[src/hdl/skid_buffer.sv]
module skid_buffer #(
	parameter type payload_t = logic [7:0]
) (
	input  logic     clk,
	input  logic     reset,
	input  logic     in_valid,
	output logic     in_ready,
	input  payload_t in_data,
	output logic     out_valid,
	input  logic     out_ready,
	output payload_t out_data
);

	logic     skid_valid;
	payload_t skid_data;
	logic     out_free;

	// Output register can take a new beat this cycle
	assign out_free = out_ready || !out_valid;

	// Ready only looks at the skid register
	assign in_ready = !skid_valid;

	always_ff @(posedge clk) begin
		if (reset) begin
			out_valid  <= 1'b0;
			skid_valid <= 1'b0;
		end else if (out_free) begin
			out_valid  <= skid_valid || in_valid;
			skid_valid <= 1'b0;
		end else if (in_valid && !skid_valid) begin
			// Output stalled, park the incoming beat
			skid_valid <= 1'b1;
		end
	end

	always_ff @(posedge clk) begin
		if (out_free) begin
			out_data <= skid_valid ? skid_data : in_data;
		end
		if (!out_free && !skid_valid && in_valid) begin
			skid_data <= in_data;
		end
	end

endmodule

[config.mk]
export PLATFORM = sky130hd
export DESIGN_NAME = skid_buffer
export DESIGN_NICKNAME = d
export VERILOG_FILES = /design/src/hdl/skid_buffer.sv
export SDC_FILE = /design/constraint.sdc
export NUM_CORES = 1
export LEC_CHECK = 0
export ABC_AREA = 1
export BUFFER_PORTS_ARGS = -buffer_cell sky130_fd_sc_hd__buf_2
export CAP_MARGIN = 25
export CORE_AREA = 3 3 41 43
export DETAILED_ROUTE_END_ITERATION = 10
export DIE_AREA = 0 0 44 46
export PLACE_DENSITY = 0.77
export SLEW_MARGIN = 20
export SYNTH_ARGS = -nofsm -noshare
export SYNTH_HDL_FRONTEND = slang
export SYNTH_SLANG_ARGS = --single-unit
[constraint.sdc]
create_clock -name clk -period 1.9 [get_ports clk]
set_input_delay 0.285 -clock clk [delete_from_list [all_inputs] [get_ports clk]]
set_output_delay 0.285 -clock clk [all_outputs]
set_load 0.1 [all_outputs]
==> impl_metrics.env <==
export IMPL_status="complete, no violations"
export IMPL_layout_drive_gt1_share=0.375
export IMPL_final_cell_mix="27 x nand2_1, 21 x buf_2, 16 x edfxtp_1"
export IMPL_antenna_found_initial=0
export IMPL_rows=13
export IMPL_routed_wirelength_um=1120
export IMPL_arrival_ps=1390
export IMPL_remaining_drc_errors=0
export IMPL_pre_cts_ws_ps=436
export IMPL_crit_slowest_cell="dfxtp_1"
export IMPL_die_w_um=44
export IMPL_post_drt_wl_per_cell_um=11.8
export IMPL_postSynthCellCount=54
export IMPL_antennaDiodeCount=0
export IMPL_drt_iter0_drc=11
export IMPL_fillers=104
export IMPL_internal_power_uw=600
export IMPL_initial_core_util=0.501
export IMPL_cts_num_sinks=18
export IMPL_max_slew_margin=0.673
export IMPL_clk_latency_ps=290
export IMPL_fin_area_sq_um=833
export IMPL_required_ps=1620
export IMPL_fp_dieH_um=46
export IMPL_overflow=0
export IMPL_syn_area_sq_um=668
export IMPL_maxSlewViolCount=0
export IMPL_ys_warnings_count=0
export IMPL_crit_type="register to primary output"
export IMPL_drt_first_pass_iters=4
export IMPL_skew_ps=2.04
export IMPL_irDropWorstVdd_uv=552
export IMPL_hold_violations=0
export IMPL_finalWorstSetupSlack_ps=227
export IMPL_seqPwrFrac=0.531
export IMPL_core_area_sq_um=1330
export IMPL_startpoint="skid_valid"
export IMPL_dpl_cell_count=91
export IMPL_cts_tree="done"
export IMPL_worst_setup_hold_path_clk_slew_ps=100
export IMPL_root_buffer="clkbuf_4"
export IMPL_setup_violations_final=0
export IMPL_ant_nets=0
export IMPL_hold_buffers=0
export IMPL_hp_class="input port to register"
export IMPL_rsz0062_at_grt="false"
export IMPL_grt_pass1_wl_um=1680
export IMPL_cp_end_kind="primary output"
export IMPL_fin_tns_setup_ps=0
export IMPL_grt_max_degree=12
export IMPL_drv_cap=0
export IMPL_clockPowerShare=0.262
export IMPL_nets=93
export IMPL_hold_start="in_data[6]"
export IMPL_clock_fmax_ghz=0.598
export IMPL_leakage_nw=0.383
export IMPL_dieArea_sq_um=2020
export IMPL_cts_htree_levels=1
export IMPL_period_needed_ps=1670
export IMPL_ys_ff_latch=18
export IMPL_num_vias=465
export IMPL_clk_path_buf_depth=2
export IMPL_final_cells=95
export IMPL_cpPeakStageDelay_ps=450
export IMPL_yosysUniqueCellTypes=10
export IMPL_post_cts_setup_buffers=0
export IMPL_crit_buf_inv=2
export IMPL_syn_area_per_cell_sq_um=12.4
export IMPL_place_area_sq_um=797
export IMPL_crit_chain="inv_2, buf_2"
export IMPL_finalPower_uw=869
export IMPL_switching_share=0.310
export IMPL_synth_seq_area_share=0.779
export IMPL_finalCritPeriodShare=0.880
export IMPL_syn_to_final_growth_pct=24.7
export IMPL_worst_pin_slew_ps=493
export IMPL_r2r_start="skid_valid"
export IMPL_critPathTopFamily="buffers and inverters"
export IMPL_ctsResizeCount=0
export IMPL_path_max_fanout=11
export IMPL_gp_congestion=0.714
export IMPL_viasPerCell=4.89
export IMPL_p_per_area_nw_per_um2=1040
export IMPL_critPathLaunchType="register"
export IMPL_grt_pass1_vias=410
export IMPL_syn_nets=66
export IMPL_global_route_usage_total=0.121
export IMPL_power_frac_comb=0.207
export IMPL_layout_commonest_cell="nand2_1"
export IMPL_port_buffer_count=21
export IMPL_io_pins=22
export IMPL_cts_buffers=3
export IMPL_p_switching_uw=270
==> logic make-up (layout without fill, tap and decap cells) <==
family          count (synthesis)  in the layout  synth area share
buf+inv                         4             30            0.0337
compound gates                  1              1           0.00748
simple gates                   31             31             0.180
flops                          18             18             0.779
==> cell usage after synthesis <==
master,count,area [sq um]
nor2_2,1,6.26
inv_1,2,7.51
inv_2,1,3.75
nor2_1,2,7.51
edfxtp_1,16,480
buf_6,1,11.3
dfxtp_1,2,40.0
nand2_1,27,101
o21ai_1,1,5.00
nand3_1,1,5.00
==> area by class of cell <==
class,instances,area (sq um),share of cell area
Multi-Input combinational cell,32,125,0.150
Timing Repair Buffer,23,120,0.144
Clock buffer,4,36.3,0.0435
Inverter,3,11.3,0.0135
Sequential cell,18,522,0.626
Tap cell,15,18.8,0.0225
==> final timing paths <==
kind	endpoint	slack (ps)	depth (start not counted)
setup / recovery	in_ready	230	2
hold / removal	skid_data[6]	180	1
setup reg to reg	skid_data[2]	450	4
hold reg to reg	skid_valid	510	2
==> stage by stage <==
step / hold slack [ps] / util
3_3_place_gp: 479 / 0.598
4_1_cts: 172 / 0.625
6_report: 180 / 0.625
3_5_place_dp: 480 / 0.598
5_1_grt: 173 / 0.625
2_1_floorplan: 384 / -
==> worst register-to-register path, stage by stage, from the launching register on <==
cell     delay (ps)
dfxtp_1         450
inv_2           200
nand2_1          70
nor2_1          260
buf_4           210
==> layer usage <==
metal	vias to the layer above	global-route usage	part of all wire	wire length (um)
met5	-	0	0	0
met2	19	0.215	0.51	574
met1	214	0.130	0.37	417
li1	230	-	-	-
met4	0	0.0723	0.020	22
met3	2	0.0277	0.095	106
==> power groups by stage <==
stage          sequential [mW]  combinational [mW]  clock, mW
4_1_cts                  0.463               0.181      0.236
3_5_place_dp             0.472               0.181          0
6_report                 0.462               0.180      0.228
2_1_floorplan            0.591              0.0242          0
5_1_grt                  0.464               0.188      0.242
3_3_place_gp             0.470               0.179          0
==> registers in the layout, summed over array words and instances, names as in the netlist <==
register	count
skid_data	8
out_data	8
out_valid	1
skid_valid	1
(Power assumes the default switching activity.)
