--- src/hdl/conv_settings.svh ---
`ifndef CONV_SETTINGS_SVH
`define CONV_SETTINGS_SVH

//////////////////////////////////////////////////////////////////////
// Image and kernel geometry
//////////////////////////////////////////////////////////////////////
`define IMG_W    16
`define KERNEL   3
`define COL_W    4

//////////////////////////////////////////////////////////////////////
// Datapath widths and lane count
//////////////////////////////////////////////////////////////////////
`define DATA_W   8
`define WEIGHT_W 8
// Nine 16-bit products fit in 20 bits
`define ACC_W    20
`define CH_OUT   4
`define CH_W     2

`endif

--- src/hdl/conv_pkg.sv ---
`include "conv_settings.svh"

package conv_pkg;

	// Tap index width, enough for KERNEL x KERNEL taps
	localparam int TAP_W = 4;

	// Named so that elements of a window keep their sign
	typedef logic signed [`DATA_W-1:0] pixel_t;

	typedef struct packed {
		logic   sof;
		pixel_t data;
	} pixel_beat_t;

	// Row-major, oldest row first, oldest column first
	typedef pixel_t [0:`KERNEL*`KERNEL-1] window_t;

	typedef struct packed {
		logic [TAP_W-1:0]            idx;
		logic signed [`WEIGHT_W-1:0] w;
	} weight_tap_t;

	typedef struct packed {
		logic [`CH_W-1:0]         ch;
		logic signed [`ACC_W-1:0] data;
	} conv_result_t;

endpackage

--- src/hdl/channel_serializer.sv ---
`include "conv_settings.svh"

module channel_serializer (
	input  logic                     clk,
	input  logic                     reset,
	input  logic                     lane_valid,
	output logic                     lane_ready,
	input  logic signed [`ACC_W-1:0] lane_res [`CH_OUT],
	output logic                     out_valid,
	input  logic                     out_ready,
	output conv_pkg::conv_result_t   out
);

	localparam int CH_LAST = `CH_OUT - 1;

	logic signed [`ACC_W-1:0] cap [`CH_OUT];
	logic [`CH_W-1:0]         ptr;
	logic                     out_fire;
	logic                     last;
	logic                     capture;

	assign out_fire = out_valid && out_ready;
	assign last     = (ptr == `CH_W'(CH_LAST));

	// Take a new window when empty or when the last channel is leaving
	assign lane_ready = !out_valid || (out_fire && last);
	assign capture    = lane_valid && lane_ready;

	assign out.ch   = ptr;
	assign out.data = cap[ptr];

	always_ff @(posedge clk) begin
		if (reset) begin
			out_valid <= 1'b0;
			ptr       <= '0;
		end else begin
			if (capture) begin
				out_valid <= 1'b1;
			end else if (out_fire && last) begin
				out_valid <= 1'b0;
			end
			if (out_fire) begin
				ptr <= last ? '0 : ptr + 1'b1;
			end
		end
	end

	// Capture bank for one window
	always_ff @(posedge clk) begin
		if (capture) begin
			for (int i = 0; i < `CH_OUT; i++) begin
				cap[i] <= lane_res[i];
			end
		end
	end

endmodule

--- config.mk ---
export PLATFORM = sky130hd
export DESIGN_NAME = channel_serializer
export DESIGN_NICKNAME = d
export VERILOG_FILES = /design/src/hdl/conv_pkg.sv /design/src/hdl/channel_serializer.sv
export VERILOG_INCLUDE_DIRS = /design/src /design/src/hdl
export SDC_FILE = /design/constraint.sdc
export NUM_CORES = 1
export LEC_CHECK = 0
export ABC_CLOCK_PERIOD_IN_PS = 6090
export BUFFER_PORTS_ARGS = -buffer_cell sky130_fd_sc_hd__buf_4
export CELL_PAD_IN_SITES_DETAIL_PLACEMENT = 0
export CELL_PAD_IN_SITES_GLOBAL_PLACEMENT = 1
export CORE_MARGIN = 2
export CORE_UTILIZATION = 44
export DETAILED_ROUTE_END_ITERATION = 10
export MAX_ROUTING_LAYER = met4
export PLACE_DENSITY_LB_ADDON = 0.25
export SYNTH_ARGS = -nofsm -noshare
export SYNTH_HDL_FRONTEND = slang
export SYNTH_SLANG_ARGS = --single-unit
--- constraint.sdc ---
create_clock -name clk -period 6.09 [get_ports clk]
set_input_delay 0.3045 -clock clk [delete_from_list [all_inputs] [get_ports clk]]
set_output_delay 0.3045 -clock clk [all_outputs]
set_load 0.01 [all_outputs]
==> metrics.md <==
| Metric | Value |
|---|---|
| Worst-Skew Late Latency | 340 ps |
| Vias in the first global route | between 1,500 and 2,000 |
| WS Path Type | flip-flop to output port |
| Tmin final | approximately 2300 ps |
| Setup violations, final | 0 |
| I/O pins | around 110 |
| CP max stage cell | dfxtp_1 |
| Worst Max-Slew Pin Slew | 1000 ps |
| Vias/cell | roughly 4.9 |
| IO Port Bufs | about 110 |
| Post-CTS Setup Inserts | 0 |
| Setup tns final | 0 ps |
| Mapped Area | 3070 um2 |
| Maxcap violations | 0 |
| Register area | between 2000 and 3000 um2 |
| Slew Limit Fails | 0 |
| Max FO, Critical Path | 14 |
| Unrepaired setup endpoints after global routing | no |
| Met2 Wirelength | around 2.7 mm |
| Placer Congestion | between 0.7 and 0.8 |
| Slew HR | 0.331 |
| Die Wd | about 88 um |
| Final clock skew | approximately 7.2 ps |
| Area of the multi-input gates | 533 um2 |
| Total congestion overflow | 0 |
| Total track usage | 0.151 |
| Hold_buf cts | 0 |
| H-tree level count | 3 |
| Sequential share of the synthesized area | 0.815 |
| Antenna-violating nets left | 0 |
| Final net count | 320 |
| Sink Count | between 80 and 90 |
| Status | completed |
| CTS buffer count | 9 |
| Wire per inst | between 15 and 20 um |
| Fillers | 483 |
| M1 wire length | 2.15 mm |
| Ratio of cells with drive above 1 in the final layout | 0.615 |
| Fin. Hold Viols | 0 |
| Worst path max stage delay | approximately 600 ps |
| Hpwl dp | approximately 3.7 mm |
| Core area | between 6000 and 7000 um2 |
| Clock Tree Buf Depth | 2 |
| Largest net degree at the start of global routing | between 80 and 90 |
| Die area | ~7700 um2 |
| Max Fclk | approximately 430 MHz |
| Starting DRT DRC Count | ~110 |
| DRC | 0 |
| Met3 Wirelength | 446 um |
| Most frequent CP cell | buf_4 |
| Yosys cell types | 12 |
| Initial Utilization | 0.454 |
| Routed vias | 1,578 |
| First-pass GRT wire length | approximately 8 mm |
| Initial antenna violation count | 0 |
| Fin Hold WS | roughly 130 ps |
| PwrDens | approximately 300 nW/um2 |
| Avg Inst Size Synth | ~26 um2 |
| Required time of the critical path | 5790 ps |
| Buf/Inv on CP | 2 |
| Commonest non-fill, non-tap cell in the layout | buf_4 |
| Largest vdd supply drop | approximately 0.00018 V |
| Clock tree root buffer cell | clkbuf_8 |
| Leak | 1.57 nW |
| CTS tree | yes |
| Top Metal Used | met4 |
| Synth warn | 0 |
| Final WL | 5.36 mm |
| Flops & latches, synth | 85 |
| Worst setup SP type | flip-flop |
| Final period util | 0.385 |
| Post-CTS Resized | 0 |
| Final Non-Filler Cells | 319 |
| Area delta synth->final | 36.4% |
| HP Class | primary input to flip-flop |
| Placed cells | a little over 300 |
| Worst-path cell chain | buf_4 > mux4_2 > buf_4 |
| Drt pass-1 iters | 4 |
| Top delay family on crit path | flip-flops |
| Most frequent cells in the layout | 108 x buf_4, 80 x edfxtp_1, 20 x mux4_2 |
| Die Height | roughly 90 um |
| Diode count | 0 |
| Critical path capture point type | output port |
| Post-Synthesis Cells | 120 |
| Cell Rows | 30 |
| Syn nets | 205 |
| Reg clk slew, reported paths | approximately 80 ps |
| CP arrival | a little over 2000 ps |
==> power breakdown <==
part	switching, mW	leakage (nW)	internal (mW)
clock network	0.190	0.108	0.270
registers	0.0107	0.803	0.677
logic	0.0409	0.663	0.0705
total	0.241	1.57	1.02
==> worst reg2reg max path, stage by stage (launching register included) <==
cell and delay [ps]:
dfxtp_1 380, ha_1 190, a21bo_2 150, and2_4 790
==> flip-flops by register name, indices dropped and copies added (netlist names), named ones only <==
name and cells:
cap 80, ptr 2, out_valid 1
==> worst paths after layout <==
kind | startpoint | to | slack (ps) | cells past startpoint
worst max-delay path | flip-flop | out[10] | 3740 | 3
worst min-delay path | reset | out_valid | 130 | 2
worst max register to register | ptr[0] | cap[1][6] | 4130 | 3
worst min register to register | out_valid | ptr[1] | 570 | 2
==> cells by family after synthesis <==
logic type | count (synthesis) | synth area share
AOI/OAI and AO/OA | 6 | 0.0147
muxes | 20 | 0.147
DFF | 85 | 0.815
buffers and inverters | 5 | 0.0118
adders and majority gates | 1 | 0.00408
and+or+nand+nor | 3 | 0.00734
==> synth_stat cells, drive strengths merged <==
cell type / n / area, um2
edfxtp: 80 / 2400
mux4: 20 / 450
dfxtp: 5 / 100
buf: 4 / 32.5
a21bo: 3 / 30.0
a21oi: 3 / 15.0
and2: 1 / 6.26
ha: 1 / 12.5
inv: 1 / 3.75
nand3: 1 / 5.00
nand4bb: 1 / 11.3
==> final cells by class <==
cell class | instances | area share
multi-input cells | 30 | 0.127
clock inverters | 6 | 0.0269
inverters | 1 | 0.000897
repair buffers | 108 | 0.194
clock buffers | 9 | 0.0296
flip-flops and latches | 85 | 0.598
well taps | 80 | 0.0239
==> layer usage <==
layer  vias up  track usage
li1        739            -
met1       755        0.180
met2        79        0.233
met3         5       0.0578
met4         0       0.0587
met5         -            -
==> stage by stage <==
step	util	total power [mW]	area, um2	setup WS [ps]
after floorplan	-	0.745	3070	3030
after global placement	0.585	0.812	3950	4100
after detailed placement	0.585	0.815	3950	4080
after CTS	0.620	1.27	4190	3670
after global routing	0.620	1.30	4190	3590
final	0.620	1.26	4190	3740
Power figures use the tool's default switching activity.
