`src/hdl/conv_settings.svh`:
```
`ifndef CONV_SETTINGS_SVH
`define CONV_SETTINGS_SVH

//////////////////////////////////////////////////////////////////////
// Image and kernel geometry
//////////////////////////////////////////////////////////////////////
`define IMG_W    16
`define KERNEL   3
`define COL_W    4

//////////////////////////////////////////////////////////////////////
// Datapath widths and lane count
//////////////////////////////////////////////////////////////////////
`define DATA_W   8
`define WEIGHT_W 8
// Nine 16-bit products fit in 20 bits
`define ACC_W    20
`define CH_OUT   4
`define CH_W     2

`endif

```
`src/hdl/conv_pkg.sv`:
```
`include "conv_settings.svh"

package conv_pkg;

	// Tap index width, enough for KERNEL x KERNEL taps
	localparam int TAP_W = 4;

	// Named so that elements of a window keep their sign
	typedef logic signed [`DATA_W-1:0] pixel_t;

	typedef struct packed {
		logic   sof;
		pixel_t data;
	} pixel_beat_t;

	// Row-major, oldest row first, oldest column first
	typedef pixel_t [0:`KERNEL*`KERNEL-1] window_t;

	typedef struct packed {
		logic [TAP_W-1:0]            idx;
		logic signed [`WEIGHT_W-1:0] w;
	} weight_tap_t;

	typedef struct packed {
		logic [`CH_W-1:0]         ch;
		logic signed [`ACC_W-1:0] data;
	} conv_result_t;

endpackage

```
`src/hdl/conv_lane.sv`:
```
`include "conv_settings.svh"

module conv_lane (
	input  logic                     clk,
	input  logic                     reset,
	input  logic                     we,
	input  conv_pkg::weight_tap_t    tap,
	input  logic                     win_valid,
	output logic                     win_ready,
	input  conv_pkg::window_t        win,
	output logic                     res_valid,
	input  logic                     res_ready,
	output logic signed [`ACC_W-1:0] res
);

	localparam int TAPS   = `KERNEL*`KERNEL;
	localparam int PROD_W = `DATA_W + `WEIGHT_W;

	logic signed [`WEIGHT_W-1:0] coef [TAPS];
	logic signed [PROD_W-1:0]    prod [TAPS];
	logic signed [`ACC_W-1:0]    sum;
	logic                        s1_valid;
	logic                        s1_en;
	logic                        s2_en;

	// Each stage moves when the next one is empty or draining
	assign s2_en     = !res_valid || res_ready;
	assign s1_en     = !s1_valid || s2_en;
	assign win_ready = s1_en;

	//////////////////////////////////////////////////////////////////////
	// Kernel weights, written by tap index
	//////////////////////////////////////////////////////////////////////
	always_ff @(posedge clk) begin
		if (reset) begin
			for (int i = 0; i < TAPS; i++) begin
				coef[i] <= '0;
			end
		end else if (we) begin
			coef[tap.idx] <= tap.w;
		end
	end

	//////////////////////////////////////////////////////////////////////
	// Stage 1: products
	//////////////////////////////////////////////////////////////////////
	always_ff @(posedge clk) begin
		if (reset) begin
			s1_valid <= 1'b0;
		end else if (s1_en) begin
			s1_valid <= win_valid;
		end
	end

	always_ff @(posedge clk) begin
		if (s1_en && win_valid) begin
			for (int i = 0; i < TAPS; i++) begin
				prod[i] <= win[i] * coef[i];
			end
		end
	end

	//////////////////////////////////////////////////////////////////////
	// Stage 2: sum at full width
	//////////////////////////////////////////////////////////////////////
	always_comb begin
		sum = '0;
		for (int i = 0; i < TAPS; i++) begin
			sum = sum + prod[i];
		end
	end

	always_ff @(posedge clk) begin
		if (reset) begin
			res_valid <= 1'b0;
		end else if (s2_en) begin
			res_valid <= s1_valid;
		end
	end

	always_ff @(posedge clk) begin
		if (s2_en && s1_valid) begin
			res <= sum;
		end
	end

endmodule

```
`config.mk`:
```
export PLATFORM = sky130hd
export DESIGN_NAME = conv_lane
export DESIGN_NICKNAME = d
export VERILOG_FILES = /design/src/hdl/conv_pkg.sv /design/src/hdl/conv_lane.sv
export VERILOG_INCLUDE_DIRS = /design/src /design/src/hdl
export SDC_FILE = /design/constraint.sdc
export NUM_CORES = 2
export LEC_CHECK = 0
export BUFFER_PORTS_ARGS = -buffer_cell sky130_fd_sc_hd__buf_4
export CAP_MARGIN = 20
export CORE_MARGIN = 2
export CORE_UTILIZATION = 50
export CTS_BUF_LIST = sky130_fd_sc_hd__clkbuf_4 sky130_fd_sc_hd__clkbuf_8
export CTS_CLUSTER_DIAMETER = 80
export DETAILED_ROUTE_END_ITERATION = 7
export PLACE_DENSITY = 0.67
export SLEW_MARGIN = 20
export SYNTH_ARGS = -nofsm -noshare
export SYNTH_HDL_FRONTEND = slang
export SYNTH_SLANG_ARGS = --single-unit
```
`constraint.sdc`:
```
create_clock -name clk -period 9.6 [get_ports clk]
set_input_delay 0.96 -clock clk [delete_from_list [all_inputs] [get_ports clk]]
set_output_delay 0.96 -clock clk [all_outputs]
set_load 0.01 [all_outputs]
```
==> impl_metrics.xml <==
<?xml version="1.0" encoding="UTF-8"?>
<metrics>
  <group name="routing">
    <metric name="postRouteAntennaNets" unit="">0</metric>
    <metric name="detail_route.vias_per_cell" unit="">4.95</metric>
    <metric name="drt-initial-drc-count" unit="">1003</metric>
    <metric name="drc_errors" unit="">0</metric>
    <metric name="average_wire_length_per_cell_after_detail_routing" unit="um">17.1</metric>
    <metric name="drt_wl_total" unit="mm">72.2</metric>
    <metric name="drt_pre_antenna_iters" unit="">6</metric>
    <metric name="vias" unit="">20900</metric>
  </group>
  <group name="grt">
    <metric name="maximum_number_of_pins_on_one_net_before_global_route_repair" unit="">54</metric>
    <metric name="grt_pass1_wl" unit="mm">120</metric>
    <metric name="grt_usage" unit="%">22.3</metric>
    <metric name="number_of_global_route_vias_before_repair" unit="">22500</metric>
    <metric name="grt.overflow.total" unit="">0</metric>
    <metric name="antenna_found_initial" unit="">9</metric>
  </group>
  <group name="worst_setup_path">
    <metric name="critical_path.endpoint_type" unit="">flop</metric>
    <metric name="worstPathArrival" unit="ps">5430</metric>
    <metric name="crit_path_cell_trace" unit="">fa_1, fa_1, fa_1, inv_1, fa_1, inv_1, ha_1, inv_1, fa_1, nor2b_4, o31a_2, o21ai_2, a21oi_1, o221ai_2, o2111ai_1, or3b_2</metric>
    <metric name="crit_path_max_delay_family" unit="">adder cells</metric>
    <metric name="crit_path_frequent_cell" unit="">fa_1</metric>
    <metric name="timing.critical_path.buf_inv" unit="">3</metric>
    <metric name="cp_data_required_time" unit="ps">9920</metric>
    <metric name="worst_path_max_delay_cell" unit="">fa_1</metric>
    <metric name="critical-path-max-stage-delay" unit="ps">610</metric>
    <metric name="critPathMaxFanout" unit="">4</metric>
    <metric name="criticalPathCategory" unit="">flop to flop</metric>
    <metric name="timing.critical_path.from_type" unit="">flop</metric>
  </group>
  <group name="placement">
    <metric name="dp.cells" unit="">4133</metric>
    <metric name="io_buffers" unit="">110</metric>
    <metric name="dpl-instance-area" unit="um2">35300</metric>
    <metric name="dp_hpwl" unit="mm">60.9</metric>
    <metric name="globalplace.congestion" unit="">0.858</metric>
  </group>
  <group name="floorplan">
    <metric name="pin_count" unit="">111</metric>
    <metric name="design.core.area" unit="um2">65900</metric>
    <metric name="die_h" unit="um">262</metric>
    <metric name="die_area" unit="um2">68800</metric>
    <metric name="rows" unit="">94</metric>
    <metric name="floorplan.die.width" unit="um">262</metric>
    <metric name="initial_core_util" unit="%">50.7</metric>
  </group>
  <group name="finish">
    <metric name="layout-drive-gt1-share" unit="%">6.36</metric>
    <metric name="mostFrequentLayoutCells" unit="">inv_1 (855), fa_1 (610), and2_1 (460), ha_1 (281), edfxtp_1 (236)</metric>
    <metric name="final.fill_count" unit="">5848</metric>
    <metric name="finish.instance_area" unit="um2">36300</metric>
    <metric name="syn2layout_area_growth" unit="%">8.67</metric>
    <metric name="finish.net_count" unit="">4296</metric>
    <metric name="ff_latch_area" unit="um2">7130</metric>
    <metric name="layout.cells.most_common" unit="">inv_1</metric>
    <metric name="stdcell_count" unit="">4216</metric>
    <metric name="final_core_util" unit="%">55.1</metric>
    <metric name="multiInputGateArea" unit="um2">23000</metric>
  </group>
  <group name="hold_path">
    <metric name="holdCritPathClass" unit="">flop to flop</metric>
  </group>
  <group name="cts">
    <metric name="post_cts_resize_count" unit="">0</metric>
    <metric name="cts_buffer_depth" unit="">3</metric>
    <metric name="cts_tree" unit="">built</metric>
    <metric name="root_buffer" unit="">clkbuf_8</metric>
    <metric name="cts_max_level" unit="">2</metric>
    <metric name="cts_sinks" unit="">238</metric>
    <metric name="path_clk_slew" unit="ps">60</metric>
    <metric name="numCtsBuffers" unit="">45</metric>
    <metric name="postCtsSetupRepairBufs" unit="">0</metric>
    <metric name="worst_skew_pair.late_latency" unit="ps">600</metric>
    <metric name="cts_hold_repair.buffers" unit="">0</metric>
  </group>
  <group name="synthesis">
    <metric name="synthesis.nets" unit="">4137</metric>
    <metric name="synth.avg_cell_area" unit="um2">10.6</metric>
    <metric name="ys_seq_area_share" unit="%">21.4</metric>
    <metric name="post_synthesis_async_set_or_reset_flop_share" unit="%">0</metric>
    <metric name="synthFlopType" unit="">edfxtp_1</metric>
    <metric name="synthesis.yosys.warnings" unit="">0</metric>
    <metric name="synth-edff-count" unit="">236</metric>
    <metric name="yosys.cell_types.count" unit="">50</metric>
    <metric name="number_of_storage_elements_in_the_synthesis_netlist" unit="">238</metric>
    <metric name="post_synth_inst_count" unit="">3157</metric>
    <metric name="synthesis.area" unit="um2">33400</metric>
  </group>
  <group name="sta">
    <metric name="max_frequency" unit="MHz">196</metric>
    <metric name="hold_viol_final" unit="">0</metric>
    <metric name="final.setup.tns" unit="ps">0</metric>
    <metric name="timing.final.setup_violations" unit="">0</metric>
    <metric name="slew-limit-headroom" unit="%">30.0</metric>
    <metric name="period_minus_slack" unit="ps">5110</metric>
    <metric name="grt_setup_unrepaired" unit="">false</metric>
    <metric name="clock_skew" unit="ps">21.3</metric>
    <metric name="timing.final.max_slew_violations" unit="">0</metric>
    <metric name="finalCritPeriodShare" unit="%">53.3</metric>
    <metric name="tightest_slew" unit="ps">1040</metric>
  </group>
  <group name="flow_run">
    <metric name="max_cap_viol_count" unit="">0</metric>
  </group>
  <group name="run_status">
    <metric name="outcome" unit="">finished clean</metric>
  </group>
</metrics>
per-stage QoR:
step | hold slack, ps | setup slack [ps]
4_1_cts | 524 | 4460
6_report | 520 | 4490
2_1_floorplan | 478 | 4590
3_5_place_dp | 513 | 4330
5_1_grt | 577 | 4220
3_3_place_gp | 499 | 4360
flip-flops by register name, summed over array words and instances, names as in the netlist:
| register | flops |
|---|---|
| coef | 72 |
| s1_valid | 1 |
| res | 20 |
| res_valid | 1 |
| prod | 144 |
cell families (layout without fill, tap and decap cells):
family	Yosys count	in the layout	synth area share [%]
flip-flops	238	238	21.4
other	0	2	0
AND/OR/NAND/NOR	806	806	13.3
XOR/XNOR	161	161	4.23
buffers and inverters	856	1049	9.63
adder cells (fa/ha/maj)	891	891	47.1
AO/OA/AOI/OAI	205	205	4.30
worst reg2reg max path, stage by stage, from the launching register on:
cell and delay (ps):
edfxtp_1 410, fa_1 610, fa_1 470, fa_1 550, inv_1 50, fa_1 420
inv_1 60, ha_1 200, inv_1 80, fa_1 510, nor2b_4 140, o31a_2 160
o21ai_2 60, a21oi_1 290, o221ai_2 180, o2111ai_1 210, or3b_2 450
cells in the mapped netlist, types with 18 or more instances:
cell type	number	area (um2)
nor2_1	90	338
xnor2_1	141	1230
o21ai_0	45	225
inv_1	855	3210
edfxtp_1	236	7090
a311oi_1	20	175
nand2_1	141	529
o21a_1	24	180
a21oi_1	44	220
nand2b_1	49	307
ha_1	281	3520
and2_1	461	2880
xor2_1	20	175
fa_1	610	12200
nor3_1	18	90.1
cell type report:
cell class                 instances  area share (%)
inverter                         855            8.85
clock inverter                    26           0.700
clock buffer                      55            1.92
antenna                            2          0.0138
multi-input combinational       2063            63.5
tap                              864            2.98
timing repair buffer             113            2.34
sequential                       238            19.7
per-layer routing:
metal / track usage (%) / wire [um] / vias up
li1: - / - / 9887
met1: 29.7 / 30700 / 10500
met2: 37.7 / 35600 / 397
met3: 3.76 / 3710 / 98
met4: 6.45 / 2240 / 0
met5: 0 / 0 / -
final timing paths:
kind,from,to,slack (ps),cells after the start
worst max-delay path,prod[0][98]$_DFFE_PP_,res[18]$_DFFE_PP_,4490,16
worst min-delay path,s1_valid$_SDFFE_PP0N_,res_valid$_SDFFE_PP0P_,520,2
worst max register to register,prod[0][98]$_DFFE_PP_,res[18]$_DFFE_PP_,4490,16
worst min register to register,s1_valid$_SDFFE_PP0N_,res_valid$_SDFFE_PP0P_,520,2
Power is not shown: default switching activity piles up to over one toggle a cycle in this logic, so the estimate is an artifact.
