===== src/hdl/conv_settings.svh =====
`ifndef CONV_SETTINGS_SVH
`define CONV_SETTINGS_SVH

//////////////////////////////////////////////////////////////////////
// Image and kernel geometry
//////////////////////////////////////////////////////////////////////
`define IMG_W    16
`define KERNEL   3
`define COL_W    4

//////////////////////////////////////////////////////////////////////
// Datapath widths and lane count
//////////////////////////////////////////////////////////////////////
`define DATA_W   8
`define WEIGHT_W 8
// Nine 16-bit products fit in 20 bits
`define ACC_W    20
`define CH_OUT   4
`define CH_W     2

`endif


===== src/hdl/conv_pkg.sv =====
`include "conv_settings.svh"

package conv_pkg;

	// Tap index width, enough for KERNEL x KERNEL taps
	localparam int TAP_W = 4;

	// Named so that elements of a window keep their sign
	typedef logic signed [`DATA_W-1:0] pixel_t;

	typedef struct packed {
		logic   sof;
		pixel_t data;
	} pixel_beat_t;

	// Row-major, oldest row first, oldest column first
	typedef pixel_t [0:`KERNEL*`KERNEL-1] window_t;

	typedef struct packed {
		logic [TAP_W-1:0]            idx;
		logic signed [`WEIGHT_W-1:0] w;
	} weight_tap_t;

	typedef struct packed {
		logic [`CH_W-1:0]         ch;
		logic signed [`ACC_W-1:0] data;
	} conv_result_t;

endpackage


===== src/hdl/weight_loader.sv =====
`include "conv_settings.svh"

module weight_loader (
	input  logic                        clk,
	input  logic                        reset,
	input  logic                        weight_valid,
	input  logic signed [`WEIGHT_W-1:0] weight,
	output logic [`CH_OUT-1:0]          lane_we,
	output conv_pkg::weight_tap_t       tap
);
	import conv_pkg::*;

	localparam int TAP_LAST  = `KERNEL*`KERNEL - 1;
	localparam int LANE_LAST = `CH_OUT - 1;

	logic [TAP_W-1:0] tap_cnt;
	logic [`CH_W-1:0] lane_cnt;

	//////////////////////////////////////////////////////////////////////
	// Tap and lane counters, one step per weight beat
	//////////////////////////////////////////////////////////////////////
	always_ff @(posedge clk) begin
		if (reset) begin
			tap_cnt  <= '0;
			lane_cnt <= '0;
			lane_we  <= '0;
		end else begin
			lane_we <= '0;
			if (weight_valid) begin
				lane_we[lane_cnt] <= 1'b1;
				if (tap_cnt == TAP_W'(TAP_LAST)) begin
					tap_cnt  <= '0;
					lane_cnt <= (lane_cnt == `CH_W'(LANE_LAST)) ? '0 : lane_cnt + 1'b1;
				end else begin
					tap_cnt <= tap_cnt + 1'b1;
				end
			end
		end
	end

	// Shared by all lanes, only the enabled lane writes it
	always_ff @(posedge clk) begin
		if (weight_valid) begin
			tap.idx <= tap_cnt;
			tap.w   <= weight;
		end
	end

endmodule


===== config.mk =====
export PLATFORM = sky130hd
export DESIGN_NAME = weight_loader
export DESIGN_NICKNAME = d
export VERILOG_FILES = /design/src/hdl/conv_pkg.sv /design/src/hdl/weight_loader.sv
export VERILOG_INCLUDE_DIRS = /design/src /design/src/hdl
export SDC_FILE = /design/constraint.sdc
export NUM_CORES = 1
export LEC_CHECK = 0
export BUFFER_PORTS_ARGS = -buffer_cell sky130_fd_sc_hd__buf_4
export CAP_MARGIN = 0
export CORE_MARGIN = 2
export CORE_UTILIZATION = 28
export DETAILED_ROUTE_END_ITERATION = 10
export GPL_ROUTABILITY_DRIVEN = 1
export REMOVE_ABC_BUFFERS = 1
export SYNTH_ARGS = -nofsm -noshare
export SYNTH_HDL_FRONTEND = slang
export SYNTH_SLANG_ARGS = --single-unit

===== constraint.sdc =====
create_clock -name clk -period 1.4 [get_ports clk]
set_input_delay 0.14 -clock clk [delete_from_list [all_inputs] [get_ports clk]]
set_output_delay 0.14 -clock clk [all_outputs]
set_load 0.02 [all_outputs]

==> results_dict.tcl, run 1 <==
set metrics [dict create \
    synthArstFlopShare 0 \
    critPathKind "reg2reg" \
    relSlewSlack 0.852 \
    yosysWarnings 0 \
    critPathLaunchType "flip-flop" \
    gr-total-overflow 0 \
    die_area_sq_um 3290 \
    grt_pass1_vias 386 \
    maxCapViolCount 0 \
    fin_area_sq_um 1100 \
    cts_resized 0 \
    drcViolationCount 0 \
    worstRegToRegCells 5 \
    setup_viol 0 \
    fmax_mhz 802 \
    synth_commonest_cells "edfxtp_1 (12), dfxtp_1 (10), ha_1 (6), nor2_1 (5)" \
    grt_use_total 0.0718 \
    vdd_drop_max_mv 0.641 \
    hold_viol_final 0 \
    min_to "tap[5]$_DFFE_PP_" \
    ys_top_cells_by_area "edfxtp_1 (45%), dfxtp_1 (25%), ha_1 (9.4%)" \
    numCtsBuffers 3 \
    cts_root_buf "clkbuf_4" \
    io-pin-count 27 \
    routed_wl_um 1230 \
    slew_violations 0 \
    ys_types 16 \
    final_cell_count_no_fill 119 \
    vias 471 \
    drtAntennaViolNets 0 \
    antenna_found_initial 0 \
    critPathMaxFanout 5 \
    hold_depth 1 \
    cts_tree "yes" \
    worstMarginPinSlew_ns 0.222 \
    setup_tns_ns 0 \
    placed_cells 111 \
    gp_congestion 0.676 \
    seq_area_frac_synth 0.702 \
    finalCritPeriodShare 0.891 \
    synth_mux_area_frac 0.0251 \
    worstHoldStart "weight[5]" \
    crit_required_ns 1.64 \
    synthXorXnorAreaFrac 0.0329 \
    start_util 0.292 \
    p_leak_nw 0.485 \
    port_buffers 26 \
    synth-edff-count 12 \
    fin_worst_skew_ns 0.00344 \
    min_period_ns 1.25 \
    hold_class "in2reg" \
    synth_compound_area_frac 0.0110 \
    max-clock-path-buffers 2 \
    synth_most_common_cell "edfxtp_1" \
    postCtsHoldBufs 0 \
    syn_area_per_cell_sq_um 14.8 \
    timing.rr.end "lane_cnt[0]$_SDFFE_PP0P_" \
    core_sq_um 2730 \
    vias_per_cell 3.96 \
    diodes 0 \
    drive_above_1_share 0.352 \
    outcome "finished, final reports clean" \
    synth_fa_ha_area_frac 0.0940 \
    rsz0062_at_grt "no" \
    syn_inst 54 \
    die_y_um 57.4 \
    dpl_cell_area_sq_um 1030 \
    powerDensity_nw_per_um2 1050 \
    drtPass1Iterations 2 \
    cts.clk_slew.worst_paths_ns 0.11 \
    yosys.area_share.simple 0.116 \
    crit_arrival_ns 1.48 \
    synthToLayoutAreaGrowth_pct 37.6 \
    grt_max_degree 19 \
    clk-insertion-delay-late_ns 0.29 \
    syn-cell-area_sq_um 798 \
    yosys.area.top_type "edfxtp_1" \
    die_w_um 57.4 \
    crit-reg2reg-launch "tap_cnt[0]$_SDFFE_PP0P_" \
    setup.worst_path.end_class "flip-flop" \
    ff2ff_setup_slack_ns 0.15 \
    nNetsFinal 106 \
    grt_pass1_wl_um 1730 \
    htreeDepth 1 \
    synthFlopType "edfxtp_1" \
    rows 19 \
    cts.sinks 22 \
    ys_seq_elements 22 \
    wl_per_cell_um 10.4 \
    post_cts_buffers 0 \
    synth_top_family_by_area "simple AND/OR/NAND/NOR gates" \
    netlist.area_leader.share 0.451 \
    dp_hpwl_um 902 \
    drt_iter0_markers 10 \
]
metrics by stage:
step | power, W | hold slack (ns) | setup WS, ns | utilization
finish | 0.00116 | 0.0180 | 0.153 | 0.402
global route | 0.00120 | 0.00186 | 0.0778 | 0.402
CTS | 0.00116 | 0.00317 | 0.142 | 0.387
detailed placement | 0.000880 | 0.320 | 0.173 | 0.378
global placement | 0.000878 | 0.319 | 0.208 | 0.378
floorplan | 0.000803 | 0.202 | 0.243 | -
worst max-delay path: stages, from the launching register on:
cell and delay [ns]:
dfxtp_1 0.37, inv_1 0.08, ha_1 0.15, nand4b_2 0.13
or3_1 0.34, a21oi_2 0.12
metal layers:
layer / vias to the layer above / GRT usage / share of wire
met3: 2 / 0.0227 / 0.11
li1: 251 / - / -
met4: 0 / 0.0598 / 0.019
met2: 22 / 0.101 / 0.44
met5: - / 0 / 0
met1: 196 / 0.0890 / 0.43
kinds of logic (layout without fill, tap and decap cells):
logic type / count (synthesis) / in the layout
flip-flops: 22 / 22
AND/OR/NAND/NOR: 16 / 16
adder cells (fa/ha/maj): 6 / 6
buffers and inverters: 4 / 38
XOR/XNOR: 3 / 3
multiplexers: 2 / 2
AO/OA/AOI/OAI: 1 / 1
sequential cells by signal (all words and copies together) (netlist names):
register  cells
tap          12
lane_we       4
tap_cnt       4
lane_cnt      2
placed cells by master (no fill, tap or decap), types with 3 or more instances in the layout:
master / synthesis / routed
and2_1: 4 / 4
buf_4: 0 / 26
clkbuf_4: 0 / 3
dfxtp_1: 10 / 10
dlygate4sd3_1: 0 / 4
edfxtp_1: 12 / 12
ha_1: 6 / 6
inv_1: 4 / 4
nor2_1: 5 / 5
worst max path at each step:
| stage | from | to | slack, ns |
|---|---|---|---|
| floorplan | tap_cnt[0]$_SDFFE_PP0P_ | lane_cnt[0]$_SDFFE_PP0P_ | 0.24 |
| global placement | tap_cnt[0]$_SDFFE_PP0P_ | tap_cnt[3]$_SDFFE_PP0P_ | 0.21 |
| detailed placement | tap_cnt[0]$_SDFFE_PP0P_ | lane_cnt[0]$_SDFFE_PP0P_ | 0.17 |
| CTS | tap_cnt[0]$_SDFFE_PP0P_ | lane_cnt[0]$_SDFFE_PP0P_ | 0.14 |
| global route | tap_cnt[0]$_SDFFE_PP0P_ | lane_cnt[0]$_SDFFE_PP0P_ | 0.08 |
| finish | tap_cnt[0]$_SDFFE_PP0P_ | lane_cnt[0]$_SDFFE_PP0P_ | 0.15 |
power breakdown:
part           internal, W  switching (W)  leakage [nW]
Sequential        0.000716      0.0000148         0.201
Combinational    0.0000697      0.0000711         0.269
Clock             0.000111       0.000173        0.0150
Total             0.000897       0.000259         0.485
area by class of cell:
class	count	area (sq um)
Multi-Input combinational cell	28	223
Sequential cell	22	561
Fill cell	259	1640
Tap cell	31	38.8
Timing Repair Buffer	30	235
Clock buffer	4	26.3
Inverter	4	15.0
No activity file was read; power rests on OpenSTA's default activity.
==> inputs of run 2 (changes only) <==
HOLD_SLACK_MARGIN = 0.12   (was default)
==> results_dict.tcl, run 2 (same netlist as run 1, synthesis figures left out) <==
set metrics [dict create \
    nNetsFinal 111 \
    fin_worst_skew_ns 0.00377 \
    drive_above_1_share 0.333 \
    vdd_drop_max_mv 0.642 \
    critPathKind "reg2reg" \
    crit_required_ns 1.64 \
    p_leak_nw 0.506 \
    hold_viol_final 0 \
    slew_violations 0 \
    drcViolationCount 0 \
    htreeDepth 1 \
    p_comb_frac 0.130 \
    clk-insertion-delay-late_ns 0.29 \
    seqCellArea_sq_um 561 \
    multi_input_area_sq_um 223 \
    min_period_ns 1.25 \
    numCtsBuffers 3 \
    drtAntennaViolNets 0 \
    finish.utilization 0.420 \
    switching_power_w 0.000261 \
    fin_area_sq_um 1150 \
    worstRegToRegCells 5 \
    setup_viol 0 \
    switching_share 0.223 \
    antenna_found_initial 0 \
    dpl_cell_area_sq_um 1030 \
    min_to "tap[2]$_DFFE_PP_" \
    internal-power_w 0.000906 \
    io-pin-count 27 \
    vias 489 \
    rows 19 \
    dp_slack_ns 0.173 \
    start_util 0.292 \
    max-clock-path-buffers 2 \
    largest_reg_flops 12 \
    relSlewSlack 0.852 \
    cts_resized 0 \
    cts_tree "yes" \
    critPathLaunchType "flip-flop" \
    vias_per_cell 3.94 \
    maxCapViolCount 0 \
    critPathMaxFanout 5 \
    hold_depth 1 \
    grt_pass1_vias 418 \
    outcome "finished, final reports clean" \
    routed_wl_um 1270 \
    worstMarginPinSlew_ns 0.223 \
    dp_hpwl_um 902 \
    cts.clk_slew.worst_paths_ns 0.11 \
    crit_arrival_ns 1.48 \
    die_area_sq_um 3290 \
    port_buffers 26 \
    largest_register "tap" \
    grt_max_degree 19 \
    gr-total-overflow 0 \
    clkPwrFrac 0.243 \
    setup_tns_ns 0 \
    powerDensity_nw_per_um2 1020 \
    drtPass1Iterations 2 \
    worstHoldStart "weight_valid" \
    wl_per_cell_um 10.2 \
    drt_iter0_markers 9 \
    cts.sinks 22 \
    synthToLayoutAreaGrowth_pct 43.9 \
    rsz0062_at_grt "no" \
    seqPwrFrac 0.627 \
    crit-reg2reg-launch "tap_cnt[0]$_SDFFE_PP0P_" \
    fmax_mhz 803 \
    timing.rr.end "lane_cnt[0]$_SDFFE_PP0P_" \
    setup_ws_ns 0.155 \
    hold_class "in2reg" \
    finalCritPeriodShare 0.890 \
    ff2ff_setup_slack_ns 0.15 \
    fillCellCount 256 \
    final_common_cell "buf_4" \
    grt_use_total 0.0765 \
    die_y_um 57.4 \
    cts_root_buf "clkbuf_4" \
    setup.worst_path.end_class "flip-flop" \
    largestRegisters "tap x12, lane_we x4, tap_cnt x4" \
    mostFrequentLayoutCells "buf_4 (26), edfxtp_1 (12), dfxtp_1 (10)" \
    core_sq_um 2730 \
    die_w_um 57.4 \
    diodes 0 \
    whs_ns 0.220 \
    gp_congestion 0.676 \
    grt_pass1_wl_um 1840 \
]
==> run 2: changes by cell type in the layout (fill, tap and decap cells not counted), sizes merged <==
| cell | before | now |
|---|---|---|
| dlygate4sd3 | 4 | 9 |
==> run 2: how the worst max path moves through the flow <==
stage	endpoint	start	slack [ns]	cells past startpoint
2_1_floorplan	lane_cnt[0]$_SDFFE_PP0P_	tap_cnt[0]$_SDFFE_PP0P_	0.24	5
3_3_place_gp	tap_cnt[3]$_SDFFE_PP0P_	tap_cnt[0]$_SDFFE_PP0P_	0.21	5
3_5_place_dp	lane_cnt[0]$_SDFFE_PP0P_	tap_cnt[0]$_SDFFE_PP0P_	0.17	5
4_1_cts	lane_cnt[0]$_SDFFE_PP0P_	tap_cnt[0]$_SDFFE_PP0P_	0.14	5
5_1_grt	lane_cnt[0]$_SDFFE_PP0P_	tap_cnt[0]$_SDFFE_PP0P_	0.08	5
6_report	lane_cnt[0]$_SDFFE_PP0P_	tap_cnt[0]$_SDFFE_PP0P_	0.15	5
==> run 2: cell type report <==
| cell class | instances | share of cell area |
|---|---|---|
| Multi-Input combinational cell | 28 | 0.194 |
| Tap cell | 31 | 0.0338 |
| Clock buffer | 4 | 0.0229 |
| Inverter | 4 | 0.0131 |
| Timing Repair Buffer | 35 | 0.248 |
| Sequential cell | 22 | 0.488 |
==> run 2: layer usage <==
layer | vias to the layer above | GRT usage | routed length [um]
met3 | 2 | 0.0204 | 133
met4 | 0 | 0.0598 | 23
met2 | 22 | 0.114 | 562
li1 | 261 | - | -
met5 | - | 0 | 0
met1 | 204 | 0.0933 | 545
==> run 2: what timing repair did <==
action / in CTS / in global routing
endpoints found under the hold margin: 11 / 0
setup buffers: 0 / 0
hold buffers: 9 / 0
==> run 2: worst max-delay path, cell delays in order, from the launching register on <==
cell      delay (ns)
dfxtp_1         0.37
inv_1           0.07
ha_1            0.15
nand4b_2        0.13
or3_1           0.34
a21oi_2         0.12
==> run 2: through the flow <==
step | instances | power, W
2_1_floorplan | 54 | 0.000803
3_3_place_gp | 111 | 0.000878
3_5_place_dp | 111 | 0.000880
4_1_cts | 124 | 0.00118
5_1_grt | 124 | 0.00121
6_report | 124 | 0.00117
==> run 2: power groups by stage <==
stage / Combinational (W) / Sequential, W / Clock [W]
5_1_grt: 0.000162 / 0.000735 / 0.000314
2_1_floorplan: 0.0000215 / 0.000781 / 0
3_3_place_gp: 0.000132 / 0.000746 / 0
3_5_place_dp: 0.000134 / 0.000746 / 0
6_report: 0.000152 / 0.000731 / 0.000283
4_1_cts: 0.000154 / 0.000731 / 0.000293
